==> src/include/regs_consts.svh <==
/* register map constants for the spi control block
   addresses, frame layout, reset values and 4094 chain timing */

`ifndef REGS_CONSTS_SVH
`define REGS_CONSTS_SVH

// frame layout, msb first: access flag, 7 bit address, 32 bit data
`define FRAME_BITS        40
`define REG_ADDR_BITS     7
`define REG_WORD_BITS     32

// register addresses
`define REG_LED           7'd7
`define REG_SPI_MUX       7'd8
`define REG_4094          7'd9     // mirrored onto the 4094 chain
`define REG_MODE          7'd12
`define REG_DIRECT        7'd14
`define REG_DIRECT2       7'd15

`define UNKNOWN_PATTERN   32'h000f_0f0f   // read data for unmapped address
`define LED_RESET         32'h00aa_aaaf   // handy test pattern on the leds

// clk cycles per sr_clk phase, one bit takes twice this
`define SR_HALF_PERIOD    2

`endif

==> src/design/regs_pkg.sv <==
/* shared types for the spi register block
   address and data word as carried between slave, bank and driver */

`default_nettype none

`include "regs_consts.svh"

package regs_pkg;

  // register address as decoded from frame bits 38..32
  typedef logic [`REG_ADDR_BITS-1:0] reg_addr_t;

  // one register word, also the data field of a frame
  typedef logic [`REG_WORD_BITS-1:0] reg_word_t;

endpackage

`default_nettype wire

==> src/design/spi_frame_slave.sv <==
/* spi frame slave, oversampled in the clk domain
   assembles 40 bit frames, strobes reads at bit 8 and writes at bit 40 */

`timescale 1ns/1ns
`default_nettype none

`include "regs_consts.svh"

module spi_frame_slave import regs_pkg::*;
(
  input  wire logic      clk,
  input  wire logic      rst_n,
  input  wire logic      sclk,
  input  wire logic      cs_n,
  input  wire logic      sdi,
  input  wire reg_word_t rd_data,   // from bank, valid while rd_stb
  output logic           sdo,
  output logic           rd_stb,
  output logic           wr_stb,
  output reg_addr_t      rd_addr,
  output reg_addr_t      wr_addr,
  output reg_word_t      wr_data
);

  localparam int CNT_W    = $clog2(`FRAME_BITS + 1);
  localparam int HDR_BITS = `FRAME_BITS - `REG_WORD_BITS;   // flag plus address

  // [0],[1] synchronizer, [2] history for edge detect
  logic [2:0]            sclk_pipe;
  logic [2:0]            cs_pipe;
  logic [2:0]            sdi_pipe;
  logic                  sclk_fall;
  logic                  cs_idle;
  logic [`FRAME_BITS-1:0] shift_q;
  logic [`FRAME_BITS-1:0] shift_next;
  logic [CNT_W-1:0]      bit_cnt;
  reg_word_t             out_q;      // read data shifter

  always_ff @(posedge clk or negedge rst_n)
  begin
    if (!rst_n)
    begin
      sclk_pipe <= '0;
      cs_pipe   <= '1;   // deselected
      sdi_pipe  <= '0;
    end
    else
    begin
      sclk_pipe <= {sclk_pipe[1:0], sclk};
      cs_pipe   <= {cs_pipe[1:0], cs_n};
      sdi_pipe  <= {sdi_pipe[1:0], sdi};
    end
  end

  assign sclk_fall  = sclk_pipe[2] & ~sclk_pipe[1];  // seen 3 clk after the pin
  assign cs_idle    = cs_pipe[2];                    // aligned with sclk history
  // sdi_pipe[2] still holds the bit from before the falling edge
  assign shift_next = {shift_q[`FRAME_BITS-2:0], sdi_pipe[2]};

  // bit counter, frame shifter and strobes
  always_ff @(posedge clk or negedge rst_n)
  begin
    if (!rst_n)
    begin
      bit_cnt <= '0;
      shift_q <= '0;
      rd_stb  <= 1'b0;
      wr_stb  <= 1'b0;
    end
    else
    begin
      rd_stb <= 1'b0;   // single cycle pulses
      wr_stb <= 1'b0;
      if (cs_idle)
      begin
        bit_cnt <= '0;   // early rise drops the frame
        shift_q <= '0;
      end
      else if (sclk_fall && bit_cnt != CNT_W'(`FRAME_BITS))
      begin
        shift_q <= shift_next;
        bit_cnt <= bit_cnt + 1'b1;
        rd_stb  <= (bit_cnt == CNT_W'(HDR_BITS - 1));   // address complete
        wr_stb  <= (bit_cnt == CNT_W'(`FRAME_BITS - 1))
                   && !shift_next[`FRAME_BITS-1];       // flag 0 is write
      end
    end
  end

  assign rd_addr = shift_q[`REG_ADDR_BITS-1:0];                // low byte after bit 8
  assign wr_addr = shift_q[`FRAME_BITS-2 -: `REG_ADDR_BITS];
  assign wr_data = shift_q[`REG_WORD_BITS-1:0];

  // read data goes out msb first, one bit per falling edge
  always_ff @(posedge clk or negedge rst_n)
  begin
    if (!rst_n)
      out_q <= '0;
    else if (cs_idle)
      out_q <= '0;
    else if (rd_stb)
      out_q <= rd_data;   // bit 31 on sdo before next rising sclk
    else if (sclk_fall && bit_cnt >= CNT_W'(HDR_BITS) && bit_cnt != CNT_W'(`FRAME_BITS))
      out_q <= out_q << 1;
  end

  assign sdo = out_q[`REG_WORD_BITS-1];

  // strobes come 32 sclk periods apart, never together
  a_strobes_apart: assert property (@(posedge clk) disable iff (!rst_n)
    !(rd_stb && wr_stb));

  a_cnt_bound: assert property (@(posedge clk) disable iff (!rst_n)
    bit_cnt <= CNT_W'(`FRAME_BITS));

endmodule

`default_nettype wire

==> src/design/register_bank.sv <==
/* control register bank
   six registers written by frame strobes, read through a comb mux */

`timescale 1ns/1ns
`default_nettype none

`include "regs_consts.svh"

module register_bank import regs_pkg::*;
(
  input  wire logic      clk,
  input  wire logic      rst_n,
  input  wire reg_addr_t rd_addr,
  input  wire reg_addr_t wr_addr,
  input  wire logic      wr_stb,
  input  wire reg_word_t wr_data,
  output reg_word_t      rd_data,
  output reg_word_t      reg_led,
  output reg_word_t      reg_spi_mux,
  output reg_word_t      reg_4094,
  output reg_word_t      reg_mode,
  output reg_word_t      reg_direct,
  output reg_word_t      reg_direct2,
  output logic           load_4094     // new value in reg_4094 this cycle
);

  always_ff @(posedge clk or negedge rst_n)
  begin
    if (!rst_n)
    begin
      reg_led     <= `LED_RESET;
      reg_spi_mux <= '0;           // no spi device selected
      reg_4094    <= '0;
      reg_mode    <= '0;
      reg_direct  <= '0;
      reg_direct2 <= '0;
      load_4094   <= 1'b0;
    end
    else
    begin
      load_4094 <= wr_stb && (wr_addr == `REG_4094);   // same edge as the update
      if (wr_stb)
      begin
        case (wr_addr)
          `REG_LED:     reg_led     <= wr_data;
          `REG_SPI_MUX: reg_spi_mux <= wr_data;
          `REG_4094:    reg_4094    <= wr_data;
          `REG_MODE:    reg_mode    <= wr_data;
          `REG_DIRECT:  reg_direct  <= wr_data;
          `REG_DIRECT2: reg_direct2 <= wr_data;
          default:      ;   // unmapped, write dropped
        endcase
      end
    end
  end

  // read mux, sampled by the slave while rd_stb is high
  always_comb
  begin
    case (rd_addr)
      `REG_LED:     rd_data = reg_led;
      `REG_SPI_MUX: rd_data = reg_spi_mux;
      `REG_4094:    rd_data = reg_4094;
      `REG_MODE:    rd_data = reg_mode;
      `REG_DIRECT:  rd_data = reg_direct;
      `REG_DIRECT2: rd_data = reg_direct2;
      default:      rd_data = `UNKNOWN_PATTERN;   // lets the host spot a bad address
    endcase
  end

  // chain reload follows a write strobe and sees the new word in reg_4094
  a_load_from_write: assert property (@(posedge clk) disable iff (!rst_n)
    load_4094 |-> $past(wr_stb) && (reg_4094 == $past(wr_data)));

endmodule

`default_nettype wire

==> src/design/hc4094_driver.sv <==
/* 74hc4094 chain driver
   shifts each new reg_4094 value out msb first, then pulses the latch strobe */

`timescale 1ns/1ns
`default_nettype none

`include "regs_consts.svh"

module hc4094_driver import regs_pkg::*;
(
  input  wire logic      clk,
  input  wire logic      rst_n,
  input  wire logic      load_4094,
  input  wire reg_word_t reg_4094,
  output logic           sr_clk,
  output logic           sr_data,
  output logic           sr_strobe
);

  localparam int HALF_W = $clog2(`SR_HALF_PERIOD + 1);
  localparam int BIT_W  = $clog2(`REG_WORD_BITS + 1);

  typedef enum logic [1:0] {ST_IDLE, ST_SHIFT, ST_STROBE} drv_state_t;

  drv_state_t        state;
  logic [HALF_W-1:0] half_cnt;   // clk cycles within one sr_clk phase
  logic [BIT_W-1:0]  bits_left;
  logic              pending;    // load seen while busy
  logic              start;
  logic              half_done;
  logic              bit_done;
  reg_word_t         word_q;

  // restart after strobe picks up the newest reg_4094
  assign start     = (state == ST_IDLE && load_4094)
                     || (state == ST_STROBE && (pending || load_4094));
  assign half_done = (half_cnt == HALF_W'(`SR_HALF_PERIOD - 1));
  assign bit_done  = (state == ST_SHIFT) && half_done && sr_clk;   // end of high phase

  always_ff @(posedge clk)
  begin
    if (start)
      word_q <= reg_4094;
    else if (bit_done)
      word_q <= word_q << 1;
  end

  always_ff @(posedge clk or negedge rst_n)
  begin
    if (!rst_n)
    begin
      state     <= ST_IDLE;
      half_cnt  <= '0;
      bits_left <= '0;
      pending   <= 1'b0;
      sr_clk    <= 1'b0;
      sr_data   <= 1'b0;
      sr_strobe <= 1'b0;
    end
    else
    begin
      sr_strobe <= 1'b0;
      if (start)
      begin
        state     <= ST_SHIFT;
        half_cnt  <= '0;
        bits_left <= BIT_W'(`REG_WORD_BITS);
        pending   <= 1'b0;
        sr_clk    <= 1'b0;
        sr_data   <= reg_4094[`REG_WORD_BITS-1];   // msb set up while clock low
      end
      else
      begin
        case (state)
          ST_SHIFT:
          begin
            if (load_4094)
              pending <= 1'b1;
            if (half_done)
            begin
              half_cnt <= '0;
              sr_clk   <= ~sr_clk;   // chain samples on the rise
              if (sr_clk)
              begin
                bits_left <= bits_left - 1'b1;
                if (bits_left == BIT_W'(1))
                begin
                  state     <= ST_STROBE;
                  sr_strobe <= 1'b1;   // latch 129 clk after the load
                end
                else
                  sr_data <= word_q[`REG_WORD_BITS-2];
              end
            end
            else
              half_cnt <= half_cnt + 1'b1;
          end
          default: state <= ST_IDLE;   // strobe done, nothing pending
        endcase
      end
    end
  end

  // latch only once the whole word has been clocked in
  a_strobe_last: assert property (@(posedge clk) disable iff (!rst_n)
    sr_strobe |-> (bits_left == '0) && $past(sr_clk));

endmodule

`default_nettype wire

==> src/design/spi_ctl_top.sv <==
/* spi control block top
   frame slave feeding the register bank, bank feeding the 4094 driver */

`timescale 1ns/1ns
`default_nettype none

module spi_ctl_top import regs_pkg::*;
(
  input  wire logic clk,
  input  wire logic rst_n,
  input  wire logic sclk,
  input  wire logic cs_n,
  input  wire logic sdi,
  output logic      sdo,
  output reg_word_t reg_led,
  output reg_word_t reg_spi_mux,
  output reg_word_t reg_4094,
  output reg_word_t reg_mode,
  output reg_word_t reg_direct,
  output reg_word_t reg_direct2,
  output logic      sr_clk,
  output logic      sr_data,
  output logic      sr_strobe
);

  logic      rd_stb;
  logic      wr_stb;
  reg_addr_t rd_addr;
  reg_addr_t wr_addr;
  reg_word_t wr_data;
  reg_word_t rd_data;
  logic      load_4094;   // bank to driver reload pulse

  spi_frame_slave spi_frame_slave_inst (
    .clk     (clk),
    .rst_n   (rst_n),
    .sclk    (sclk),
    .cs_n    (cs_n),
    .sdi     (sdi),
    .rd_data (rd_data),
    .sdo     (sdo),
    .rd_stb  (rd_stb),
    .wr_stb  (wr_stb),
    .rd_addr (rd_addr),
    .wr_addr (wr_addr),
    .wr_data (wr_data)
  );

  register_bank register_bank_inst (
    .clk         (clk),
    .rst_n       (rst_n),
    .rd_addr     (rd_addr),
    .wr_addr     (wr_addr),
    .wr_stb      (wr_stb),
    .wr_data     (wr_data),
    .rd_data     (rd_data),
    .reg_led     (reg_led),
    .reg_spi_mux (reg_spi_mux),
    .reg_4094    (reg_4094),
    .reg_mode    (reg_mode),
    .reg_direct  (reg_direct),
    .reg_direct2 (reg_direct2),
    .load_4094   (load_4094)
  );

  hc4094_driver hc4094_driver_inst (
    .clk       (clk),
    .rst_n     (rst_n),
    .load_4094 (load_4094),
    .reg_4094  (reg_4094),   // also a top level output
    .sr_clk    (sr_clk),
    .sr_data   (sr_data),
    .sr_strobe (sr_strobe)
  );

endmodule

`default_nettype wire

==> config.mk <==
export PLATFORM = sky130hd
export DESIGN_NAME = spi_ctl_top
export DESIGN_NICKNAME = d
export VERILOG_FILES = /design/src/design/regs_pkg.sv /design/src/design/spi_frame_slave.sv /design/src/design/register_bank.sv /design/src/design/hc4094_driver.sv /design/src/design/spi_ctl_top.sv
export VERILOG_INCLUDE_DIRS = /design/src /design/src/include
export SDC_FILE = /design/constraint.sdc
export NUM_CORES = 1
export LEC_CHECK = 0
export ABC_AREA = 1
export BUFFER_PORTS_ARGS = -buffer_cell sky130_fd_sc_hd__buf_2
export CAP_MARGIN = 30
export CORE_ASPECT_RATIO = 2
export CORE_MARGIN = 4
export CORE_UTILIZATION = 34
export DETAILED_ROUTE_END_ITERATION = 10
export GPL_TIMING_DRIVEN = 1
export PLACE_DENSITY_LB_ADDON = 0.15
export SKIP_LAST_GASP = 1
export SLEW_MARGIN = 25
export SYNTH_ARGS = -nofsm -noshare
export SYNTH_HDL_FRONTEND = slang
export SYNTH_HIERARCHICAL = 1
export SYNTH_SLANG_ARGS = --single-unit
==> constraint.sdc <==
create_clock -name clk -period 3.8 [get_ports clk]
set_input_delay 0.19 -clock clk [delete_from_list [all_inputs] [get_ports clk]]
set_output_delay 0.19 -clock clk [all_outputs]
set_load 0.1 [all_outputs]
==> flow_metrics.env, run 1 <==
export IMPL_cts_buffers=35
export IMPL_leakagePower_nw=8.728
export IMPL_cap_violations=0
export IMPL_die_h_um=306.4
export IMPL_max_vdd_ir_drop_v=0.0002352
export IMPL_cts_root_buf="clkbuf_16"
export IMPL_die_area_sq_mm=0.04816
export IMPL_grt_max_degree=117
export IMPL_drtPass1Iterations=5
export IMPL_yosysWarningCount=6
export IMPL_relSlewSlack_pct=43.90
export IMPL_hold_class="in2async"
export IMPL_crit_type="reg2reg"
export IMPL_syn_area_sq_mm=0.01513
export IMPL_ys_seq_elements=326
export IMPL_h_tree_depth=2
export IMPL_vias_per_cell=4.987
export IMPL_dp_hpwl_um=35050
export IMPL_p_per_area_mw_per_mm2=411.9
export IMPL_ys_types=34
export IMPL_grt_usage_pct=20.25
export IMPL_post_drt_wl_per_cell_um=19.38
export IMPL_critPathSlowestCell="nor2_2"
export IMPL_fin_ws_ns=1.360
export IMPL_grt_pass1_vias=12520
export IMPL_area_growth_pct=15.57
export IMPL_drive_gt1_share_pct=18.20
export IMPL_drc=0
export IMPL_nets=1961
export IMPL_hold_ws_ns=0.2364
export IMPL_hold_violations=0
export IMPL_pin_count=201
export IMPL_rsz0062_at_grt="false"
export IMPL_arrival_ns=2.85
export IMPL_tns_ns=0
export IMPL_fmax_mhz=409.8
export IMPL_async_reset_ff_share_pct=90.49
export IMPL_diodes=0
export IMPL_synth_fp_nets=1811
export IMPL_dp_slack_ns=1.345
export IMPL_tightestPinTransition_ns=0.8415
export IMPL_antenna_found_initial=0
export IMPL_clk_pin_slew_ns=0.07
export IMPL_fill_cells=4572
export IMPL_path_common_cell="nand2_1"
export IMPL_yosysSeqAreaShare_pct=55.07
export IMPL_io_buffers=200
export IMPL_clockBufferDepth=3
export IMPL_grt_pass1_wl_um=76490
export IMPL_postRouteAntennaNets=0
export IMPL_skew_ns=0.01563
export IMPL_slowest_delay_ns=0.54
export IMPL_critical_path_required_ns=4.21
export IMPL_postPlaceCellArea_sq_mm=0.01626
export IMPL_ys_dominant_reg_cell="dfrtp_1"
export IMPL_clock_sinks=326
export IMPL_initial_core_util_pct=34.25
export IMPL_fin_crit_ns=2.440
export IMPL_finalCritPeriodShare_pct=64.21
export IMPL_final_cell_area_sq_mm=0.01749
export IMPL_core_area_sq_mm=0.04419
export IMPL_path_cells="nor2_1 -> nand2_1 -> nor2_2 -> nor2_1 -> nand3_1 -> nand3_1 -> nand2_1 -> nand2_1 -> nand2_1 -> nand2_1"
export IMPL_crit_path_end_kind="register"
export IMPL_outcome="finished, final reports clean"
export IMPL_finalMaxSlewViolations=0
export IMPL_path_max_fanout=12
export IMPL_setup_viol=0
export IMPL_start_kind="register"
export IMPL_place_gp_congestion=0.8936
export IMPL_vias=12630
export IMPL_cts_hold_buf=4
export IMPL_die_w_um=157.2
export IMPL_postCtsSetupBuffers=0
export IMPL_cts_tree="yes"
export IMPL_drtIter0Drc=926
export IMPL_clkLatencyLatePin_ns=0.52
export IMPL_synth_edf_count=31
export IMPL_grt_ovfl_total=0
export IMPL_syn_avg_cell_area_sq_um=8.399
export IMPL_syn_inst=1802
export IMPL_rows=109
export IMPL_drt_total_wl_um=49100
export IMPL_ctsResizeCount=0
## path summary, 6_finish.rpt
kind	from	end	slack (ns)	cells past startpoint
worst max-delay path	spi_frame_slave_inst/shift_q[6]	spi_frame_slave_inst/out_q[10]	1.36	10
worst min-delay path	rst_n	register_bank_inst/reg_direct[27]	0.24	2
worst max register to register	spi_frame_slave_inst/shift_q[6]	spi_frame_slave_inst/out_q[10]	1.36	10
worst min register to register	spi_frame_slave_inst/sdi_pipe[0]	spi_frame_slave_inst/sdi_pipe[1]	0.35	0
max in group asynchronous	rst_n	register_bank_inst/reg_spi_mux[6]	2.45	3
min in group clk	sclk	spi_frame_slave_inst/sclk_pipe[0]	0.31	2
## metrics by stage
| step | power (W) | instances | utilization (%) |
|---|---|---|---|
| global placement | 0.003728 | 2466 | 36.79 |
| finish | 0.007205 | 2533 | 39.58 |
| global route | 0.007451 | 2533 | 39.58 |
| CTS | 0.007321 | 2533 | 39.58 |
| floorplan | 0.003649 | 1802 | - |
| detailed placement | 0.003728 | 2466 | 36.79 |
## registers in the layout, summed over array words and instances, names as in the netlist, 2 cells and up
register / count
spi_frame_slave_inst/out_q: 32
spi_frame_slave_inst/sdi_pipe: 3
register_bank_inst/reg_4094: 32
register_bank_inst/reg_direct2: 32
spi_frame_slave_inst/shift_q: 39
register_bank_inst/reg_spi_mux: 32
hc4094_driver_inst/bits_left: 6
spi_frame_slave_inst/bit_cnt: 6
hc4094_driver_inst/half_cnt: 2
hc4094_driver_inst/state: 2
register_bank_inst/reg_direct: 32
register_bank_inst/reg_led: 32
register_bank_inst/reg_mode: 32
hc4094_driver_inst/word_q: 31
spi_frame_slave_inst/sclk_pipe: 3
spi_frame_slave_inst/cs_pipe: 3
## placed cells by master (no fill, tap or decap), drive strengths merged, types with 3 or more instances in the layout
master / Yosys / final
clkinv: 0 / 5
nand2: 670 / 670
dfstp: 17 / 17
nor2: 134 / 134
clkbuf: 11 / 56
edfxtp: 31 / 31
ha: 4 / 4
inv: 100 / 101
dlygate4sd3: 0 / 4
nand3: 235 / 235
a21oi: 35 / 35
o21ai: 169 / 169
buf: 100 / 220
nand4: 8 / 8
nor3: 3 / 3
dfrtp: 278 / 278
## critical path, delay by kind of cell (launching register included)
kind / cells / cell delay [ns]
AND/OR/NAND/NOR: 10 / 1.91
flip-flops: 1 / 0.42
## layer usage
| layer | global-route usage, % | vias to the layer above | share of wire (%) |
|---|---|---|---|
| met1 | 26.60 | 6085 | 42 |
| met3 | 2.472 | 86 | 4.7 |
| met4 | 8.852 | 0 | 4.6 |
| met2 | 33.48 | 377 | 49 |
| met5 | 0 | - | 0 |
| li1 | - | 6085 | - |
## where the power goes
part | switching, W | total (W) | internal [W]
Clock | 0.00143 | 0.00354 | 0.00211
Combinational | 0.000118 | 0.000136 | 0.0000188
Sequential | 0.00000541 | 0.00352 | 0.00352
Total | 0.00156 | 0.00720 | 0.00565
## cell type report
type | count | area [sq um] | area share, %
Clock inverter | 7 | 65.06 | 0.3720
Timing Repair Buffer | 224 | 1239 | 7.082
Inverter | 100 | 379.1 | 2.168
Clock buffer | 56 | 1129 | 6.453
Tap cell | 555 | 694.4 | 3.970
Sequential cell | 326 | 8334 | 47.65
Multi-Input combinational cell | 1265 | 5650 | 32.31
## synthesized netlist by cell type, types with 2 or more instances
master / count / area (sq um)
nand2_1: 658 / 2470
buf_6: 32 / 360.4
ha_1: 4 / 50.05
dfstp_2: 17 / 446.7
nand2_4: 6 / 67.56
dfrtp_1: 278 / 6957
o21ai_2: 32 / 280.3
nor2_1: 126 / 473.0
a21oi_1: 35 / 175.2
edfxtp_1: 31 / 930.9
nor2_2: 2 / 12.51
o21ai_0: 80 / 400.4
buf_2: 51 / 255.2
nor3_1: 2 / 10.01
nand4_1: 8 / 50.05
o21ai_1: 57 / 285.3
inv_2: 4 / 15.01
nand2_2: 6 / 37.54
clkbuf_1: 11 / 41.29
buf_4: 17 / 127.6
nor2_4: 5 / 56.30
nand3_1: 234 / 1171
inv_1: 95 / 356.6
## kinds of logic after synthesis
group,Yosys count,synth area share [%]
buffers and inverters,211,7.680
xor gates and xnor gates,1,0.05788
DFF,326,55.07
and+or+nand+nor,1054,29.20
adders and majority gates,4,0.3307
AOI/OAI and AO/OA,206,7.664
No activity file was read; power rests on OpenSTA's default activity.
==> inputs of run 2 (changes only) <==
==> constraint.sdc (replaced) <==
create_clock -name clk -period 2.4 [get_ports clk]
set_input_delay 0.12 -clock clk [delete_from_list [all_inputs] [get_ports clk]]
set_output_delay 0.12 -clock clk [all_outputs]
set_load 0.1 [all_outputs]
==> flow_metrics.env, run 2 (synthesis results as in run 1) <==
export IMPL_slowest_delay_ns=0.40
export IMPL_hold_class="in2async"
export IMPL_final_cell_mix="nand2_1, dfrtp_1, nand3_1, buf_2, nor2_1"
export IMPL_final_cell_area_sq_mm=0.01759
export IMPL_regMostFlops="spi_frame_slave_inst/shift_q"
export IMPL_cts_buffers=34
export IMPL_largest_reg_flops=39
export IMPL_clkLatencyLatePin_ns=0.53
export IMPL_post_drt_wl_per_cell_um=18.82
export IMPL_dp_slack_ns=0.3597
export IMPL_path_common_cell="nand2_1"
export IMPL_outcome="finished, final reports clean"
export IMPL_die_w_um=157.2
export IMPL_vias_per_cell=4.924
export IMPL_postPlaceCellArea_sq_mm=0.01641
export IMPL_critPathSlowestCell="dfrtp_1"
export IMPL_relSlewSlack_pct=47.18
export IMPL_max_vdd_ir_drop_v=0.0005204
export IMPL_crit_path_end_kind="register"
export IMPL_finalMaxSlewViolations=0
export IMPL_grt_pass1_wl_um=74800
export IMPL_io_buffers=200
export IMPL_start_kind="register"
export IMPL_fill_cells=4569
export IMPL_nets=1971
export IMPL_tns_ns=0
export IMPL_path_cells="nor2_1 -> nand2_1 -> clkinv_2 -> buf_4 -> nand2_1 -> nor2_1 -> nor2_1 -> nand3_1 -> nand2_1 -> nand2_1 -> nand2_1 -> nand2_1"
export IMPL_grt_pass1_vias=12440
export IMPL_cts_tree="yes"
export IMPL_antenna_found_initial=0
export IMPL_final_common_cell="nand2_1"
export IMPL_drive_gt1_share_pct=18.46
export IMPL_drc=0
export IMPL_postRouteAntennaNets=0
export IMPL_grt_max_degree=67
export IMPL_grt_usage_pct=19.87
export IMPL_postCtsSetupBuffers=0
export IMPL_cap_violations=0
export IMPL_core_area_sq_mm=0.04419
export IMPL_hold_violations=0
export IMPL_die_h_um=306.4
export IMPL_place_gp_congestion=0.8622
export IMPL_clock_sinks=326
export IMPL_leakagePower_nw=8.772
export IMPL_clockBufferDepth=3
export IMPL_tightestPinTransition_ns=0.7923
export IMPL_clk_pin_slew_ns=0.06
export IMPL_dp_hpwl_um=34610
export IMPL_critical_path_required_ns=2.81
export IMPL_initial_core_util_pct=34.25
export IMPL_diodes=0
export IMPL_area_growth_pct=16.24
export IMPL_drtPass1Iterations=5
export IMPL_grt_ovfl_total=0
export IMPL_fin_crit_ns=2.049
export IMPL_setup_viol=0
export IMPL_h_tree_depth=2
export IMPL_drt_total_wl_um=47860
export IMPL_path_max_fanout=16
export IMPL_arrival_ns=2.46
export IMPL_vias=12520
export IMPL_crit_type="reg2reg"
export IMPL_fmax_mhz=488.0
export IMPL_die_area_sq_mm=0.04816
export IMPL_rows=109
export IMPL_finalCritPeriodShare_pct=85.39
export IMPL_final_util_pct=39.81
export IMPL_cp_top_family="simple AND/OR/NAND/NOR gates"
export IMPL_rsz0062_at_grt="false"
export IMPL_drtIter0Drc=981
export IMPL_p_per_area_mw_per_mm2=642.2
export IMPL_cts_root_buf="clkbuf_16"
export IMPL_skew_ns=0.01535
export IMPL_pin_count=201
export IMPL_critPathBufInv=2
export IMPL_fin_ws_ns=0.3508
[run 2: cell count changes in the layout (fill, tap and decap cells not counted)]
cell / previous run / this run
clkinv_2: 5 / 7
inv_6: 1 / 0
clkbuf_1: 7 / 10
buf_12: 3 / 7
bufinv_16: 1 / 2
clkinvlp_4: 0 / 1
clkbuf_8: 11 / 6
buf_4: 17 / 23
clkbuf_16: 38 / 37
buf_16: 0 / 1
inv_4: 2 / 1
[run 2: power by group]
part,total (W),leakage (nW),internal (W),switching (W)
registers,0.00558,4.22,0.00557,0.00000839
clock network,0.00550,0.563,0.00323,0.00227
logic,0.000220,3.99,0.0000366,0.000183
total,0.0113,8.77,0.00883,0.00247
[run 2: repair_timing]
| item | CTS | global route |
|---|---|---|
| resized for setup | 0 | 0 |
| hold endpoints to repair | 71 | 0 |
| hold buffers | 4 | 0 |
[run 2: worst paths after layout]
| kind | slack [ns] | startpoint | depth (start not counted) | endpoint |
|---|---|---|---|---|
| setup / recovery | 0.35 | spi_frame_slave_inst/shift_q[6] | 12 | spi_frame_slave_inst/out_q[3] |
| hold reg to reg | 0.35 | spi_frame_slave_inst/sdi_pipe[0] | 0 | spi_frame_slave_inst/sdi_pipe[1] |
| min in group clk | 0.24 | sdi | 2 | spi_frame_slave_inst/sdi_pipe[0] |
| max in group asynchronous | 1.38 | rst_n | 3 | spi_frame_slave_inst/cs_pipe[2] |
| hold / removal | 0.12 | rst_n | 2 | register_bank_inst/reg_direct2[28] |
| setup reg to reg | 0.35 | spi_frame_slave_inst/shift_q[6] | 12 | spi_frame_slave_inst/out_q[3] |
[run 2: final cells by class]
type,instances,area (sq um),area share [%]
Timing Repair Buffer,235,1391,7.908
Multi-Input combinational cell,1265,5650,32.12
Clock buffer,53,1046,5.946
Sequential cell,326,8334,47.37
Inverter,100,379.1,2.155
Tap cell,555,694.4,3.947
Clock inverter,9,97.59,0.5547
[run 2: routing by layer]
metal  up-vias  wire (um)  global-route usage (%)
met5         -          0                       0
met4         0       1809                   7.470
met3        75       1894                   2.472
met2       308      24180                   33.69
met1      6035      19970                   25.86
li1       6105          -                       -
[run 2: through the flow]
stage / std cells / total power (W) / hold WS, ns
after global routing: 2543 / 0.01171 / 0.1547
final: 2543 / 0.01130 / 0.1188
after floorplan: 1802 / 0.005778 / -0.1756
after CTS: 2543 / 0.01148 / 0.1241
after detailed placement: 2477 / 0.005909 / 0.09989
after global placement: 2476 / 0.005906 / 0.1036
==> inputs of run 3 (changes only) <==
--- a/config.mk
+++ b/config.mk
@@ -9,6 +9,8 @@
 export ABC_AREA = 1
 export BUFFER_PORTS_ARGS = -buffer_cell sky130_fd_sc_hd__buf_2
 export CAP_MARGIN = 30
+export CELL_PAD_IN_SITES_DETAIL_PLACEMENT = 1
+export CELL_PAD_IN_SITES_GLOBAL_PLACEMENT = 1
 export CORE_ASPECT_RATIO = 2
 export CORE_MARGIN = 4
 export CORE_UTILIZATION = 34
==> flow_metrics.env, run 3 (synthesis results as in run 1) <==
export IMPL_cts_tree="yes"
export IMPL_finalCritPeriodShare_pct=82.87
export IMPL_nets=1971
export IMPL_critical_path_required_ns=2.81
export IMPL_die_area_sq_mm=0.04816
export IMPL_clock_sinks=326
export IMPL_grt_ovfl_total=0
export IMPL_initial_core_util_pct=34.25
export IMPL_drc=0
export IMPL_tns_ns=0
export IMPL_fill_cells=5318
export IMPL_antenna_found_initial=0
export IMPL_final_common_cell="nand2_1"
export IMPL_tightestPinTransition_ns=0.7073
export IMPL_final_cell_mix="nand2_1, dfrtp_1, nand3_1, buf_2, nor2_1"
export IMPL_vias_per_cell=5.050
export IMPL_hold_violations=0
export IMPL_power_share_clock_pct=49.9
export IMPL_sw_frac_of_total_pct=21.68
export IMPL_cts_buffers=34
export IMPL_clkLatencyLatePin_ns=0.53
export IMPL_place_gp_congestion=0.8096
export IMPL_combPwrFrac_pct=2.0
export IMPL_start_kind="register"
export IMPL_fmax_mhz=502.8
export IMPL_postRouteAntennaNets=0
export IMPL_drive_gt1_share_pct=18.61
export IMPL_cts_root_buf="clkbuf_16"
export IMPL_regMostFlops="spi_frame_slave_inst/shift_q"
export IMPL_relSlewSlack_pct=52.84
export IMPL_fin_crit_ns=1.989
export IMPL_rsz0062_at_grt="false"
export IMPL_dp_hpwl_um=37970
export IMPL_finalMaxSlewViolations=0
export IMPL_p_per_area_mw_per_mm2=655.3
export IMPL_die_w_um=157.2
export IMPL_rows=109
export IMPL_path_max_fanout=8
export IMPL_core_area_sq_mm=0.04419
export IMPL_arrival_ns=2.40
export IMPL_multi_input_area_sq_mm=0.005650
export IMPL_area_growth_pct=16.95
export IMPL_post_drt_wl_per_cell_um=20.49
export IMPL_drt_total_wl_um=52120
export IMPL_clockBufferDepth=3
export IMPL_hold_ws_ns=0.1229
export IMPL_h_tree_depth=2
export IMPL_die_h_um=306.4
export IMPL_max_vdd_ir_drop_v=0.0004246
export IMPL_startpoint="spi_frame_slave_inst/shift_q[6]"
export IMPL_setup_viol=0
export IMPL_skew_ns=0.01682
export IMPL_power_switching_w=0.002514
export IMPL_ctsResizeCount=0
export IMPL_r2r_start="spi_frame_slave_inst/shift_q[6]"
export IMPL_grt_pass1_wl_um=82120
export IMPL_cap_violations=0
export IMPL_drtPass1Iterations=5
export IMPL_register_area_sq_mm=0.008334
export IMPL_grt_max_degree=65
export IMPL_leakagePower_nw=8.821
export IMPL_io_buffers=200
export IMPL_clk_pin_slew_ns=0.07
export IMPL_grt_pass1_vias=13600
export IMPL_hold_class="in2async"
export IMPL_crit_type="reg2reg"
export IMPL_diodes=0
export IMPL_largest_reg_flops=39
export IMPL_grt_usage_pct=21.69
export IMPL_seq_power_share_pct=48.1
export IMPL_outcome="finished, final reports clean"
export IMPL_pin_count=201
export IMPL_p_int_w=0.009084
export IMPL_postCtsSetupBuffers=0
export IMPL_drtIter0Drc=847
export IMPL_final_util_pct=40.06
export IMPL_vias=12840
export IMPL_crit_path_end_kind="register"
export IMPL_cts_hold_buf=4
==> run 3: cell count changes in the layout (fill, tap and decap cells not counted) <==
cell       change
buf_12         +5
buf_4          -4
bufinv_16      +2
clkbuf_1       -2
buf_16         -1
clkbuf_16      +1
clkbuf_8       -1
inv_1          -1
inv_2          +1
==> run 3: worst paths after layout <==
path | slack [ns] | cells after the start | end
min in group clk | 0.23 | 2 | spi_frame_slave_inst/sdi_pipe[0]
worst min-delay path | 0.12 | 2 | register_bank_inst/reg_4094[7]
worst max-delay path | 0.41 | 11 | spi_frame_slave_inst/out_q[3]
worst min register to register | 0.35 | 0 | spi_frame_slave_inst/sdi_pipe[1]
max in group asynchronous | 1.42 | 3 | register_bank_inst/reg_led[21]
worst max register to register | 0.41 | 11 | spi_frame_slave_inst/out_q[3]
==> run 3: final cells by class <==
class / instances / area share [%]
clock buffer: 51 / 5.931
clock inverter: 11 / 0.8907
inverter: 100 / 2.142
multi-input combinational: 1265 / 31.92
sequential: 326 / 47.09
tap: 555 / 3.923
timing repair buffer: 235 / 8.101
==> run 3: stage by stage <==
stage	setup WS (ns)	total power [W]	area, sq um	cells
final	0.4110	0.01160	17700	2543
after global routing	0.1991	0.01200	17700	2543
after CTS	0.3818	0.01176	17700	2543
after detailed placement	0.4284	0.005923	16450	2477
after global placement	0.3948	0.005919	16450	2477
after floorplan	0.5949	0.005778	15130	1802
==> run 3: worst max-delay path: stages, from the launching register on <==
cell	delay (ns)
dfrtp_1	0.40
nor2_1	0.05
nand2_1	0.17
clkinv_2	0.17
nand2_1	0.30
nor2_1	0.07
nor2_1	0.31
nand3_1	0.13
nand2_1	0.08
nand2_1	0.06
nand2_1	0.06
nand2_1	0.06
==> run 3: power groups by stage <==
stage	clock network, W	logic [W]	registers, W
2_1_floorplan	0	0.0000947	0.00568
4_1_cts	0.00593	0.000245	0.00558
3_5_place_dp	0	0.000239	0.00568
3_3_place_gp	0	0.000235	0.00568
5_1_grt	0.00615	0.000266	0.00558
6_report	0.00578	0.000234	0.00558
==> run 3: layer usage <==
| metal | wire length, um | track usage [%] | vias up |
|---|---|---|---|
| met5 | 0 | 0 | - |
| met4 | 1349 | 5.968 | 0 |
| met3 | 1981 | 3.107 | 67 |
| met2 | 26450 | 37.69 | 241 |
| met1 | 22330 | 28.10 | 6429 |
| li1 | - | - | 6106 |
